--- src/hdl/tft_pkg.sv ---
package tft_pkg;

	// Memory word and pixel width
	localparam int DATA_W = 16;

	// Sync, back porch, display, front porch
	localparam int PORCH_N = 4;

	typedef enum logic [1:0] {
		PH_SYNC  = 2'd0,
		PH_BACK  = 2'd1,
		PH_DISP  = 2'd2,
		PH_FRONT = 2'd3
	} phase_e;

	typedef struct packed {
		logic [4:0] r;
		logic [5:0] g;
		logic [4:0] b;
	} rgb565_t;

	// Raw word on the memory side, color fields on the video side
	typedef union packed {
		logic [DATA_W-1:0] raw;
		rgb565_t           color;
	} pixel_word_u;

	typedef struct packed {
		logic [7:0] r;
		logic [7:0] g;
		logic [7:0] b;
	} rgb888_t;

	// Value of the bus we line
	typedef enum logic {
		BUS_RD = 1'b0,
		BUS_WR = 1'b1
	} bus_cmd_e;

endpackage

--- src/hdl/mem_bus_if.sv ---
`timescale 1ns/1ps

interface mem_bus_if #(
	parameter int ADDR_W = 8
);

	logic req;
	logic we;
	logic [ADDR_W-1:0] addr;
	tft_pkg::pixel_word_u wdata;
	logic ack;
	tft_pkg::pixel_word_u rdata;
	logic rvalid;

	modport requester (output req, we, addr, wdata, input ack, rdata, rvalid);

	modport arbiter (input req, we, addr, wdata, output ack, rdata, rvalid);

endinterface

--- src/hdl/tft_timing.sv ---
`timescale 1ns/1ps

module tft_timing #(
	parameter int HT [tft_pkg::PORCH_N] = '{2, 3, 8, 2},
	parameter int VT [tft_pkg::PORCH_N] = '{1, 1, 4, 1}
) (
	input  logic clkSYS,
	input  logic aclr,
	input  logic pix_stb,
	output logic hsync,
	output logic vsync,
	output logic active,
	output logic vblank,
	output logic frame_start
);

	localparam int CNT_W = 16;

	tft_pkg::phase_e hphase, hnext;
	tft_pkg::phase_e vphase, vnext;
	logic [CNT_W-1:0] hcnt, vcnt;
	logic line_end;

	assign hnext = tft_pkg::phase_e'(hphase + 2'd1);
	assign vnext = tft_pkg::phase_e'(vphase + 2'd1);

	// Front porch expiry closes the line
	assign line_end = pix_stb && hcnt == '0 && hphase == tft_pkg::PH_FRONT;

	// Start in front porch so the first strobe enters sync
	always_ff @(posedge clkSYS, posedge aclr)
		if (aclr) begin
			hphase <= tft_pkg::PH_FRONT;
			hcnt <= '0;
		end else if (pix_stb) begin
			if (hcnt == '0) begin
				hphase <= hnext;
				hcnt <= CNT_W'(HT[hnext] - 1);
			end else
				hcnt <= hcnt - 1'b1;
		end

	always_ff @(posedge clkSYS, posedge aclr)
		if (aclr) begin
			vphase <= tft_pkg::PH_FRONT;
			vcnt <= '0;
		end else if (line_end) begin
			if (vcnt == '0) begin
				vphase <= vnext;
				vcnt <= CNT_W'(VT[vnext] - 1);
			end else
				vcnt <= vcnt - 1'b1;
		end

	always_ff @(posedge clkSYS, posedge aclr)
		if (aclr)
			frame_start <= 1'b0;
		else
			frame_start <= line_end && vcnt == '0 && vphase == tft_pkg::PH_FRONT;

	// Syncs are active low
	assign hsync = hphase != tft_pkg::PH_SYNC;
	assign vsync = vphase != tft_pkg::PH_SYNC;
	assign vblank = vphase != tft_pkg::PH_DISP;
	assign active = hphase == tft_pkg::PH_DISP && !vblank;

endmodule

--- src/hdl/pixel_fifo.sv ---
`timescale 1ns/1ps

module pixel_fifo #(
	parameter int DEPTH = 16
) (
	input  logic clkSYS,
	input  logic aclr,
	input  logic flush,
	input  logic wr,
	input  tft_pkg::pixel_word_u wdata,
	input  logic rd,
	output tft_pkg::pixel_word_u rdata,
	output logic empty
);

	localparam int PW = $clog2(DEPTH);

	tft_pkg::pixel_word_u mem [DEPTH];
	logic [PW:0] wr_ptr, rd_ptr, count;
	logic full;

	assign count = wr_ptr - rd_ptr;
	assign full = count == (PW + 1)'(DEPTH);
	assign empty = count == '0;

	// Head word is visible without a read
	assign rdata = mem[rd_ptr[PW-1:0]];

	always_ff @(posedge clkSYS)
		if (wr && !full && !flush)
			mem[wr_ptr[PW-1:0]] <= wdata;

	always_ff @(posedge clkSYS, posedge aclr)
		if (aclr) begin
			wr_ptr <= '0;
			rd_ptr <= '0;
		end else if (flush) begin
			wr_ptr <= '0;
			rd_ptr <= '0;
		end else begin
			if (wr && !full)
				wr_ptr <= wr_ptr + 1'b1;
			if (rd && !empty)
				rd_ptr <= rd_ptr + 1'b1;
		end

endmodule

--- src/hdl/tft_scanout.sv ---
`timescale 1ns/1ps

module tft_scanout #(
	parameter int ADDR_W = 8,
	parameter int BURST = 4,
	parameter int BASE = 16,
	parameter int FIFO_DEPTH = 16
) (
	input  logic clkSYS,
	input  logic aclr,
	input  logic pix_stb,
	input  logic active,
	input  logic vblank,
	mem_bus_if.requester bus,
	output logic fifo_wr,
	output tft_pkg::pixel_word_u fifo_wdata,
	output logic fifo_rd,
	input  tft_pkg::pixel_word_u fifo_rdata,
	input  logic fifo_empty,
	output logic fifo_flush,
	output logic de,
	output tft_pkg::rgb888_t rgb,
	output logic underrun
);

	localparam int CR_W = $clog2(FIFO_DEPTH) + 1;

	logic [CR_W-1:0] credit;
	logic [ADDR_W-1:0] addr;
	logic req;
	logic room;
	tft_pkg::rgb888_t pix;

	// Words requested but not yet read out
	assign room = (FIFO_DEPTH - int'(credit)) >= BURST;

	assign bus.req = req;
	assign bus.we = tft_pkg::BUS_RD;
	assign bus.addr = addr;
	assign bus.wdata = '0;

	always_ff @(posedge clkSYS, posedge aclr)
		if (aclr)
			req <= 1'b0;
		else if (req) begin
			if (bus.ack)
				req <= 1'b0;
		end else if (room && !vblank)
			req <= 1'b1;

	always_ff @(posedge clkSYS, posedge aclr)
		if (aclr) begin
			credit <= '0;
			addr <= ADDR_W'(BASE);
		end else if (vblank) begin
			credit <= '0;
			addr <= ADDR_W'(BASE);
		end else begin
			credit <= credit + (bus.ack ? CR_W'(BURST) : '0) - (fifo_rd ? 1'b1 : 1'b0);
			if (bus.ack)
				addr <= addr + ADDR_W'(BURST);
		end

	assign fifo_wr = bus.rvalid;
	assign fifo_wdata = bus.rdata;
	assign fifo_flush = vblank;
	assign fifo_rd = pix_stb && active && !fifo_empty;

	// Zero fill below the 565 fields
	assign pix.r = {fifo_rdata.color.r, 3'b000};
	assign pix.g = {fifo_rdata.color.g, 2'b00};
	assign pix.b = {fifo_rdata.color.b, 3'b000};

	always_ff @(posedge clkSYS, posedge aclr)
		if (aclr) begin
			de <= 1'b0;
			rgb <= '0;
			underrun <= 1'b0;
		end else if (pix_stb) begin
			de <= active;
			rgb <= fifo_rd ? pix : '0;
			if (active && fifo_empty)
				underrun <= 1'b1;
		end

endmodule

--- src/hdl/fill_engine.sv ---
`timescale 1ns/1ps

module fill_engine #(
	parameter int ADDR_W = 8
) (
	input  logic clkSYS,
	input  logic aclr,
	input  logic fill_stb,
	input  logic [ADDR_W-1:0] fill_addr,
	input  logic [ADDR_W-1:0] fill_len,
	input  logic [tft_pkg::DATA_W-1:0] fill_color,
	mem_bus_if.requester bus,
	output logic fill_done
);

	logic busy;
	logic [ADDR_W-1:0] addr;
	logic [ADDR_W-1:0] left;
	tft_pkg::pixel_word_u word;

	assign bus.req = busy;
	assign bus.we = tft_pkg::BUS_WR;
	assign bus.addr = addr;
	assign bus.wdata = word;

	// Strobes while busy are dropped
	always_ff @(posedge clkSYS, posedge aclr)
		if (aclr) begin
			busy <= 1'b0;
			left <= '0;
			fill_done <= 1'b0;
		end else begin
			fill_done <= 1'b0;
			if (!busy) begin
				if (fill_stb) begin
					busy <= fill_len != '0;
					left <= fill_len;
					fill_done <= fill_len == '0;
				end
			end else if (bus.ack) begin
				left <= left - 1'b1;
				if (left == ADDR_W'(1)) begin
					busy <= 1'b0;
					fill_done <= 1'b1;
				end
			end
		end

	always_ff @(posedge clkSYS)
		if (!busy && fill_stb) begin
			addr <= fill_addr;
			word.raw <= fill_color;
		end else if (busy && bus.ack)
			addr <= addr + 1'b1;

endmodule

--- src/hdl/mem_arbiter.sv ---
`timescale 1ns/1ps

module mem_arbiter #(
	parameter int ADDR_W = 8,
	parameter int BURST = 4
) (
	input  logic clkSYS,
	input  logic aclr,
	mem_bus_if.arbiter scan,
	mem_bus_if.arbiter fill,
	output logic ram_en,
	output logic ram_we,
	output logic [ADDR_W-1:0] ram_addr,
	output logic [tft_pkg::DATA_W-1:0] ram_wdata,
	input  logic [tft_pkg::DATA_W-1:0] ram_rdata
);

	localparam int RD_LAT = 2;
	localparam int SEQ_W = $clog2(BURST + RD_LAT + 1);

	logic [SEQ_W-1:0] seq;
	logic [ADDR_W-1:0] burst_addr;
	logic [1:0] rd_pipe;
	logic rd_owner;
	logic busy, issue, grant_scan, grant_fill, rd_start;
	tft_pkg::pixel_word_u rd_word;

	// Held until the last rvalid of a burst
	assign busy = seq != '0;
	assign issue = seq > SEQ_W'(RD_LAT);

	// Scan-out has fixed priority
	assign grant_scan = !busy && scan.req;
	assign grant_fill = !busy && !scan.req && fill.req;
	assign rd_start = (grant_scan && scan.we == tft_pkg::BUS_RD) ||
		(grant_fill && fill.we == tft_pkg::BUS_RD);

	assign scan.ack = grant_scan;
	assign fill.ack = grant_fill;

	assign ram_en = grant_scan || grant_fill || issue;
	assign ram_we = grant_scan ? scan.we : (grant_fill ? fill.we : 1'b0);
	assign ram_addr = issue ? burst_addr : (grant_scan ? scan.addr : fill.addr);
	assign ram_wdata = grant_scan ? scan.wdata.raw : fill.wdata.raw;

	assign rd_word.raw = ram_rdata;
	assign scan.rdata = rd_word;
	assign fill.rdata = rd_word;
	assign scan.rvalid = rd_pipe[1] && !rd_owner;
	assign fill.rvalid = rd_pipe[1] && rd_owner;

	always_ff @(posedge clkSYS, posedge aclr)
		if (aclr) begin
			seq <= '0;
			rd_pipe <= '0;
			rd_owner <= 1'b0;
		end else begin
			rd_pipe <= {rd_pipe[0], rd_start || issue};
			if (rd_start) begin
				seq <= SEQ_W'(BURST + RD_LAT - 1);
				rd_owner <= grant_fill;
			end else if (busy)
				seq <= seq - 1'b1;
		end

	always_ff @(posedge clkSYS)
		if (rd_start)
			burst_addr <= ram_addr + 1'b1;
		else if (issue)
			burst_addr <= burst_addr + 1'b1;

endmodule

--- src/hdl/video_ram.sv ---
`timescale 1ns/1ps

module video_ram #(
	parameter int ADDR_W = 8
) (
	input  logic clkSYS,
	input  logic ram_en,
	input  logic ram_we,
	input  logic [ADDR_W-1:0] ram_addr,
	input  logic [tft_pkg::DATA_W-1:0] ram_wdata,
	output logic [tft_pkg::DATA_W-1:0] ram_rdata
);

	logic [tft_pkg::DATA_W-1:0] mem [2**ADDR_W];
	logic [tft_pkg::DATA_W-1:0] rd_q;

	always_ff @(posedge clkSYS)
		if (ram_en && ram_we)
			mem[ram_addr] <= ram_wdata;

	// Array read, then output register
	always_ff @(posedge clkSYS) begin
		if (ram_en && !ram_we)
			rd_q <= mem[ram_addr];
		ram_rdata <= rd_q;
	end

endmodule

--- src/hdl/tft_subsystem.sv ---
`timescale 1ns/1ps

module tft_subsystem #(
	parameter int ADDR_W = 8,
	parameter int BURST = 4,
	parameter int BASE = 16,
	parameter int HT [tft_pkg::PORCH_N] = '{2, 3, 8, 2},
	parameter int VT [tft_pkg::PORCH_N] = '{1, 1, 4, 1},
	parameter int PIX_DIV = 4,
	parameter int FIFO_DEPTH = 16
) (
	input  logic clkSYS,
	input  logic aclr,
	input  logic fill_stb,
	input  logic [ADDR_W-1:0] fill_addr,
	input  logic [ADDR_W-1:0] fill_len,
	input  logic [15:0] fill_color,
	output logic fill_done,
	output logic hsync,
	output logic vsync,
	output logic de,
	output logic dclk,
	output logic [23:0] rgb,
	output logic underrun
);

	localparam int DIV_W = $clog2(PIX_DIV + 1);

	logic [DIV_W-1:0] div_cnt;
	logic pix_stb, active, vblank;
	logic fifo_wr, fifo_rd, fifo_empty, fifo_flush;
	tft_pkg::pixel_word_u fifo_wdata, fifo_rdata;
	tft_pkg::rgb888_t pix_rgb;
	logic ram_en, ram_we;
	logic [ADDR_W-1:0] ram_addr;
	logic [tft_pkg::DATA_W-1:0] ram_wdata, ram_rdata;

	mem_bus_if #(.ADDR_W(ADDR_W)) scan_bus ();
	mem_bus_if #(.ADDR_W(ADDR_W)) fill_bus ();

	// One pixel every PIX_DIV clocks
	assign pix_stb = div_cnt == DIV_W'(PIX_DIV - 1);

	always_ff @(posedge clkSYS, posedge aclr)
		if (aclr) begin
			div_cnt <= '0;
			dclk <= 1'b0;
		end else begin
			dclk <= pix_stb;
			div_cnt <= pix_stb ? '0 : div_cnt + 1'b1;
		end

	assign rgb = pix_rgb;

	tft_timing #(.HT(HT), .VT(VT)) tft_timing_inst (
		.clkSYS(clkSYS), .aclr(aclr), .pix_stb(pix_stb),
		.hsync(hsync), .vsync(vsync), .active(active), .vblank(vblank),
		.frame_start()
	);

	tft_scanout #(
		.ADDR_W(ADDR_W), .BURST(BURST), .BASE(BASE), .FIFO_DEPTH(FIFO_DEPTH)
	) tft_scanout_inst (
		.clkSYS(clkSYS), .aclr(aclr), .pix_stb(pix_stb), .active(active),
		.vblank(vblank), .bus(scan_bus.requester),
		.fifo_wr(fifo_wr), .fifo_wdata(fifo_wdata), .fifo_rd(fifo_rd),
		.fifo_rdata(fifo_rdata), .fifo_empty(fifo_empty), .fifo_flush(fifo_flush),
		.de(de), .rgb(pix_rgb), .underrun(underrun)
	);

	pixel_fifo #(.DEPTH(FIFO_DEPTH)) pixel_fifo_inst (
		.clkSYS(clkSYS), .aclr(aclr), .flush(fifo_flush),
		.wr(fifo_wr), .wdata(fifo_wdata), .rd(fifo_rd), .rdata(fifo_rdata),
		.empty(fifo_empty)
	);

	fill_engine #(.ADDR_W(ADDR_W)) fill_engine_inst (
		.clkSYS(clkSYS), .aclr(aclr), .fill_stb(fill_stb), .fill_addr(fill_addr),
		.fill_len(fill_len), .fill_color(fill_color), .bus(fill_bus.requester),
		.fill_done(fill_done)
	);

	mem_arbiter #(.ADDR_W(ADDR_W), .BURST(BURST)) mem_arbiter_inst (
		.clkSYS(clkSYS), .aclr(aclr), .scan(scan_bus.arbiter), .fill(fill_bus.arbiter),
		.ram_en(ram_en), .ram_we(ram_we), .ram_addr(ram_addr),
		.ram_wdata(ram_wdata), .ram_rdata(ram_rdata)
	);

	video_ram #(.ADDR_W(ADDR_W)) video_ram_inst (
		.clkSYS(clkSYS), .ram_en(ram_en), .ram_we(ram_we), .ram_addr(ram_addr),
		.ram_wdata(ram_wdata), .ram_rdata(ram_rdata)
	);

endmodule

--- config.mk ---
export PLATFORM = sky130hd
export DESIGN_NAME = tft_subsystem
export DESIGN_NICKNAME = d
export VERILOG_FILES = /design/src/hdl/tft_pkg.sv /design/src/hdl/mem_bus_if.sv /design/src/hdl/tft_timing.sv /design/src/hdl/pixel_fifo.sv /design/src/hdl/tft_scanout.sv /design/src/hdl/fill_engine.sv /design/src/hdl/mem_arbiter.sv /design/src/hdl/video_ram.sv /design/src/hdl/tft_subsystem.sv
export SDC_FILE = /design/constraint.sdc
export NUM_CORES = 2
export LEC_CHECK = 0
export BUFFER_PORTS_ARGS = -buffer_cell sky130_fd_sc_hd__buf_2
export CORE_MARGIN = 3
export CORE_UTILIZATION = 40
export CTS_CLUSTER_SIZE = 25
export DETAILED_ROUTE_END_ITERATION = 6
export HOLD_SLACK_MARGIN = 0.12
export PLACE_DENSITY_LB_ADDON = 0.3
export SYNTH_ARGS = -nofsm -noshare
export SYNTH_HDL_FRONTEND = slang
export SYNTH_HIERARCHICAL = 1
export SYNTH_MEMORY_MAX_BITS = 65536
export SYNTH_SLANG_ARGS = --single-unit
--- constraint.sdc ---
create_clock -name clkSYS -period 6.9 [get_ports clkSYS]
set_input_delay 0.69 -clock clkSYS [delete_from_list [all_inputs] [get_ports clkSYS]]
set_output_delay 0.69 -clock clkSYS [all_outputs]
set_load 0.01 [all_outputs]
# == After elaboration in Yosys (flattened, before gate mapping) ==
# Memories as Yosys holds them, arrays and structs flattened. A register that Yosys moved wholly into a read port is not among the register bits.
# Index checks and enable logic that the tools add are counted.
# word_totals
register_bits,154
mem_bits_rw,4352
out_inout_bits,30
word_cells,156
n_memories,2
# mem_list
memory,words,word_bits,rd,rd_clocked_by_memory_dff,wr,line,rtl
video_ram_inst.mem,256,16,1,1,1,video_ram.sv:14,logic [tft_pkg::DATA_W-1:0] mem [2**ADDR_W];
pixel_fifo_inst.mem,16,16,1,0,1,pixel_fifo.sv:18,tft_pkg::pixel_word_u mem [DEPTH];
# op_classes
n_addsub,19
order_cmp,4
n_eq_ne,7
muxes,48
bitwise,2
n_reduce_logical,48
# ops
op,n
binary-select mux 32 bit (select 2 bit),2
2-to-1 mux 16 bit,7
2-to-1 mux 8 bit,11
greater-or-equal comparator 32 x 4 -> 1 bit (second input constant),1
zero test 16 bit,2
subtractor 16 x 1 -> 16 bit (second input constant),2
subtractor 16 x 2 -> 16 bit (second input constant),2
2-to-1 mux 5 bit,5
adder 8 x 1 -> 8 bit (second input constant),3
2-to-1 mux 24 bit,1
logical AND 1 bit,18
2-to-1 mux 1 bit,18
nonzero test 2 bit,9
2-to-1 mux 3 bit,4
adder 5 x 1 -> 5 bit (second input constant),2
subtractor 5 bit,2
adder 8 x 3 -> 8 bit (second input constant),1
equality test 8 x 1 -> 1 bit (second input constant),1
zero test 1 bit,8
zero test 8 bit,1
AND reduction 2 bit,4
nonzero test 8 bit,1
subtractor 8 x 1 -> 8 bit (second input constant),1
greater-or-equal comparator 3 bit (second input constant),2
15 further kinds,20

# == Logic depth before layout (Yosys ltp) ==
# logic_depth
depth_word,9
depth_mapped,19

# == Modules after synthesis ==
# Netlist, hierarchy kept.
# by_module_without_submodules
module,n_inst,cells_each,area_per_inst_um2
video_ram,1,6721,155556.7
pixel_fifo,1,548,10593.9
tft_timing,1,236,2351.0
tft_scanout,1,154,1654.1
fill_engine,1,134,1570.3
mem_arbiter,1,192,1457.6
tft_subsystem,1,10,151.4

# == Least setup slack after synthesis ==
# Ideal clock, no wire load.
# synth_timing
kind,register -> register
start,reg mem_arbiter_inst.seq[0]
end,mem video_ram_inst/mem[0][10] (netlist bit) (data pin)
setup_ps,820
arrival_ps,4464
required_time_ps,6080
slack_ps,1616
stages_incl_launch_ff,9
period_less_slack_ps,5284
cell_sequence,dfrtp_1 inv_1 ha_1 nand3b_1 buf_6 buf_2 buf_1 nand2_1 nand2_1
# synth_via
elab_chain_cells,4
# synth_lines
element,line,rtl
from (decl),mem_arbiter.sv:21,logic [SEQ_W-1:0] seq;
from (signal assigned),mem_arbiter.sv:60,seq <= SEQ_W'(BURST + RD_LAT - 1);
from (signal assigned),mem_arbiter.sv:63,seq <= seq - 1'b1;
nonzero test 3 bit,mem_arbiter.sv:29,assign busy = seq != '0;
zero test 1 bit,mem_arbiter.sv:33,assign grant_scan = !busy && scan.req;
logical AND 1 bit,mem_arbiter.sv:33,
2-to-1 mux 16 bit,mem_arbiter.sv:44,assign ram_wdata = grant_scan ? scan.wdata.raw : fill.wdata.raw;
net ram_wdata (one bit),tft_subsystem.sv:36,"logic [tft_pkg::DATA_W-1:0] ram_wdata, ram_rdata;"
to (decl),video_ram.sv:14,
# The timed path passes the listed nets, and every way through them passes these cells.

# == Worst setup path in the final report ==
# layout_timing
start,reg mem_arbiter_inst.seq[0]
end,reg video_ram_inst/rd_q[2] (netlist bit) (read register of video_ram_inst.mem) (data pin)
# layout_rtl
element,line,rtl
nonzero test 3 bit,mem_arbiter.sv:29,
zero test 1 bit,mem_arbiter.sv:33,
logical AND 1 bit,mem_arbiter.sv:33,
2-to-1 mux 8 bit,mem_arbiter.sv:43,assign ram_addr = issue ? burst_addr : (grant_scan ? scan.addr : fill.addr);
2-to-1 mux 8 bit (*),mem_arbiter.sv:43,
net ram_addr[0],tft_subsystem.sv:35,logic [ADDR_W-1:0] ram_addr;
to (decl),video_ram.sv:15,logic [tft_pkg::DATA_W-1:0] rd_q;
# The timed path passes the listed nets; every way through them passes the cells marked *.
# A chain may end at the register's enable or synchronous reset.

==> impl_metrics.env <==
export IMPL_status="completed"
export IMPL_viasPerCell=5.89
export IMPL_cts_sinks=4512
export IMPL_p_per_area_nw_per_um2=422
export IMPL_drv_slew=0
export IMPL_drc_errors=0
export IMPL_grt_max_degree=216
export IMPL_dp_hpwl_mm=267
export IMPL_finalCritPeriodShare=0.931
export IMPL_die_w_um=664
export IMPL_avgRoutedWirePerCell_um=31.0
export IMPL_grt_overflow=0
export IMPL_track_usage=0.203
export IMPL_worstPathRequired_ns=7.59
export IMPL_cts_tree="done"
export IMPL_fin_setup_tns_ns=0
export IMPL_finalHoldViolations=0
export IMPL_fin_crit_ns=6.42
export IMPL_fin_area_um2=198000
export IMPL_crit_type="reg2reg"
export IMPL_grt_antenna_before_repair=18
export IMPL_start_util=0.404
export IMPL_synth_cells=7975
export IMPL_gp_congestion=0.838
export IMPL_drt_iter0_drc=10800
export IMPL_root_buffer="clkbuf_16"
export IMPL_num_rows=240
export IMPL_dr_pass1_iters=6
export IMPL_grt_pass1_vias=85600
export IMPL_post_dp_cell_area_um2=183000
export IMPL_p_leak_nw=61.7
export IMPL_arrival_ns=7.12
export IMPL_clock_fmax_mhz=156
export IMPL_ios=65
export IMPL_drive_gt1_frac=0.272
export IMPL_drt_wl_total_mm=454
export IMPL_maxCapViolations=0
export IMPL_final_nets=8624
export IMPL_fin_ws_ns=0.476
export IMPL_grt_pass1_wl_mm=650
export IMPL_pre_cts_slack_ns=0.557
export IMPL_worst_setup_path_end_kind="register"
export IMPL_yosysWarnings=6
export IMPL_start_kind="register"
export IMPL_avgSynthCellArea_um2=21.7
export IMPL_cts_setup_buffers=0
export IMPL_rsz0062_at_grt="false"
export IMPL_fp_dieArea_um2=441000
export IMPL_setup_viol=0
export IMPL_clk_latency_ns=1.03
export IMPL_htreeDepth=5
export IMPL_core_area_um2=429000
export IMPL_clock_path_buffers=4
export IMPL_slew_headroom=0.0101
export IMPL_clkTransAtPathRegs_ns=0.06
export IMPL_placement_io_buffers=56
export IMPL_cts_made_buffers=444
export IMPL_syn_to_final_growth_pct=14.3
export IMPL_vias=86100
export IMPL_worst_pin_slew_ns=1.48
export IMPL_drtAntennaViolNets=0
export IMPL_netlist_area_um2=173000
export IMPL_hold_path_class="in2async"
export IMPL_die_y_um=664
export IMPL_worstPathMaxFanout=64
export IMPL_clock_skew_final_ns=0.0931
export IMPL_peakVddDrop_v=0.000720
==> layout make-up <==
| class | count | area [um^2] |
|---|---|---|
| fillers | 35000 | 231000 |
| flip-flops and latches | 4512 | 135000 |
| multi-input cells | 2913 | 36100 |
| clock buffers | 552 | 11700 |
| well taps | 5687 | 7120 |
| repair buffers | 627 | 5370 |
| clock inverters | 265 | 2510 |
| inverters | 53 | 199 |
| diodes | 12 | 30.0 |
==> worst max-delay path: stages, from the launching register on <==
cell      delay [ns]
dfrtp_1         0.42
inv_1           0.15
ha_1            0.18
nand2b_1        0.20
nand2_1         0.39
o21ai_4         1.07
buf_12          0.31
buf_12          0.41
mux4_2          0.61
a22oi_1         0.32
a21oi_1         0.25
o41ai_1         1.18
buf_4           0.34
nand4_1         0.10
==> cells in the final DEF (no fill, tap or decap), types with 36 or more instances in the layout <==
cell type	count
nand2_1	161
clkinv_1	104
clkinv_2	80
mux4_2	1088
buf_4	475
ha_1	37
dlygate4sd3_1	36
o41ai_1	50
edfxtp_1	4400
clkbuf_16	446
buf_2	58
clkbuf_1	93
buf_12	57
a21oi_1	283
inv_1	50
a22oi_1	514
dfrtp_1	88
nor2_1	313
==> sequential cells by signal, indices dropped and copies added (netlist names), 6 cells and up <==
name / flops
tft_scanout_inst/rgb: 16
video_ram_inst/rd_q: 16
tft_scanout_inst/bus.addr: 6
tft_timing_inst/vcnt: 16
mem_arbiter_inst/burst_addr: 8
fill_engine_inst/bus.addr: 8
pixel_fifo_inst/mem: 256
fill_engine_inst/bus.wdata: 16
tft_timing_inst/hcnt: 16
video_ram_inst/ram_rdata: 16
video_ram_inst/mem: 4096
fill_engine_inst/left: 8
==> what timing repair did <==
action | CTS | global route
gates resized for setup | 0 | 0
hold buffers | 36 | 0
hold endpoints to repair | 125 | 0
==> power breakdown <==
group	switching [mW]	internal (mW)	leakage [nW]
logic	17.3	11.9	13.8
registers	0.398	30.3	41.0
clock network	10.3	13.3	6.93
total	28.0	55.6	61.7
==> layer usage <==
layer / track usage / wire [um] / part of all wire / up-vias
li1: - / - / - / 34800
met1: 0.287 / 181000 / 0.40 / 46300
met2: 0.319 / 216000 / 0.47 / 4308
met3: 0.0384 / 41000 / 0.090 / 657
met4: 0.0655 / 15800 / 0.035 / 10
met5: 0 / 60 / 0.00013 / -
==> final timing paths <==
check                                            start                           to  slack, ns  cells past startpoint
min reg2reg                mem_arbiter_inst/rd_pipe[0]  mem_arbiter_inst/rd_pipe[1]       0.38                      0
max reg2reg                    mem_arbiter_inst/seq[0]       video_ram_inst/rd_q[2]       0.48                     13
min                                               aclr          tft_scanout_inst/de       0.22                      3
max                            mem_arbiter_inst/seq[0]       video_ram_inst/rd_q[2]       0.48                     13
min in group clkSYS        mem_arbiter_inst/rd_pipe[0]  mem_arbiter_inst/rd_pipe[1]       0.38                      0
max in group asynchronous                         aclr    tft_timing_inst/hphase[1]       6.05                      4
==> stage by stage <==
stage	hold WS [ns]	std cells	power [mW]	util
2_1_floorplan	0.323	8001	49.5	-
3_3_place_gp	0.339	13700	60.5	0.427
3_5_place_dp	0.365	13800	60.6	0.427
4_1_cts	0.135	14600	84.2	0.461
5_1_grt	0.171	14600	86.4	0.461
6_report	0.217	14600	83.6	0.461
Power figures use the tool's default switching activity.
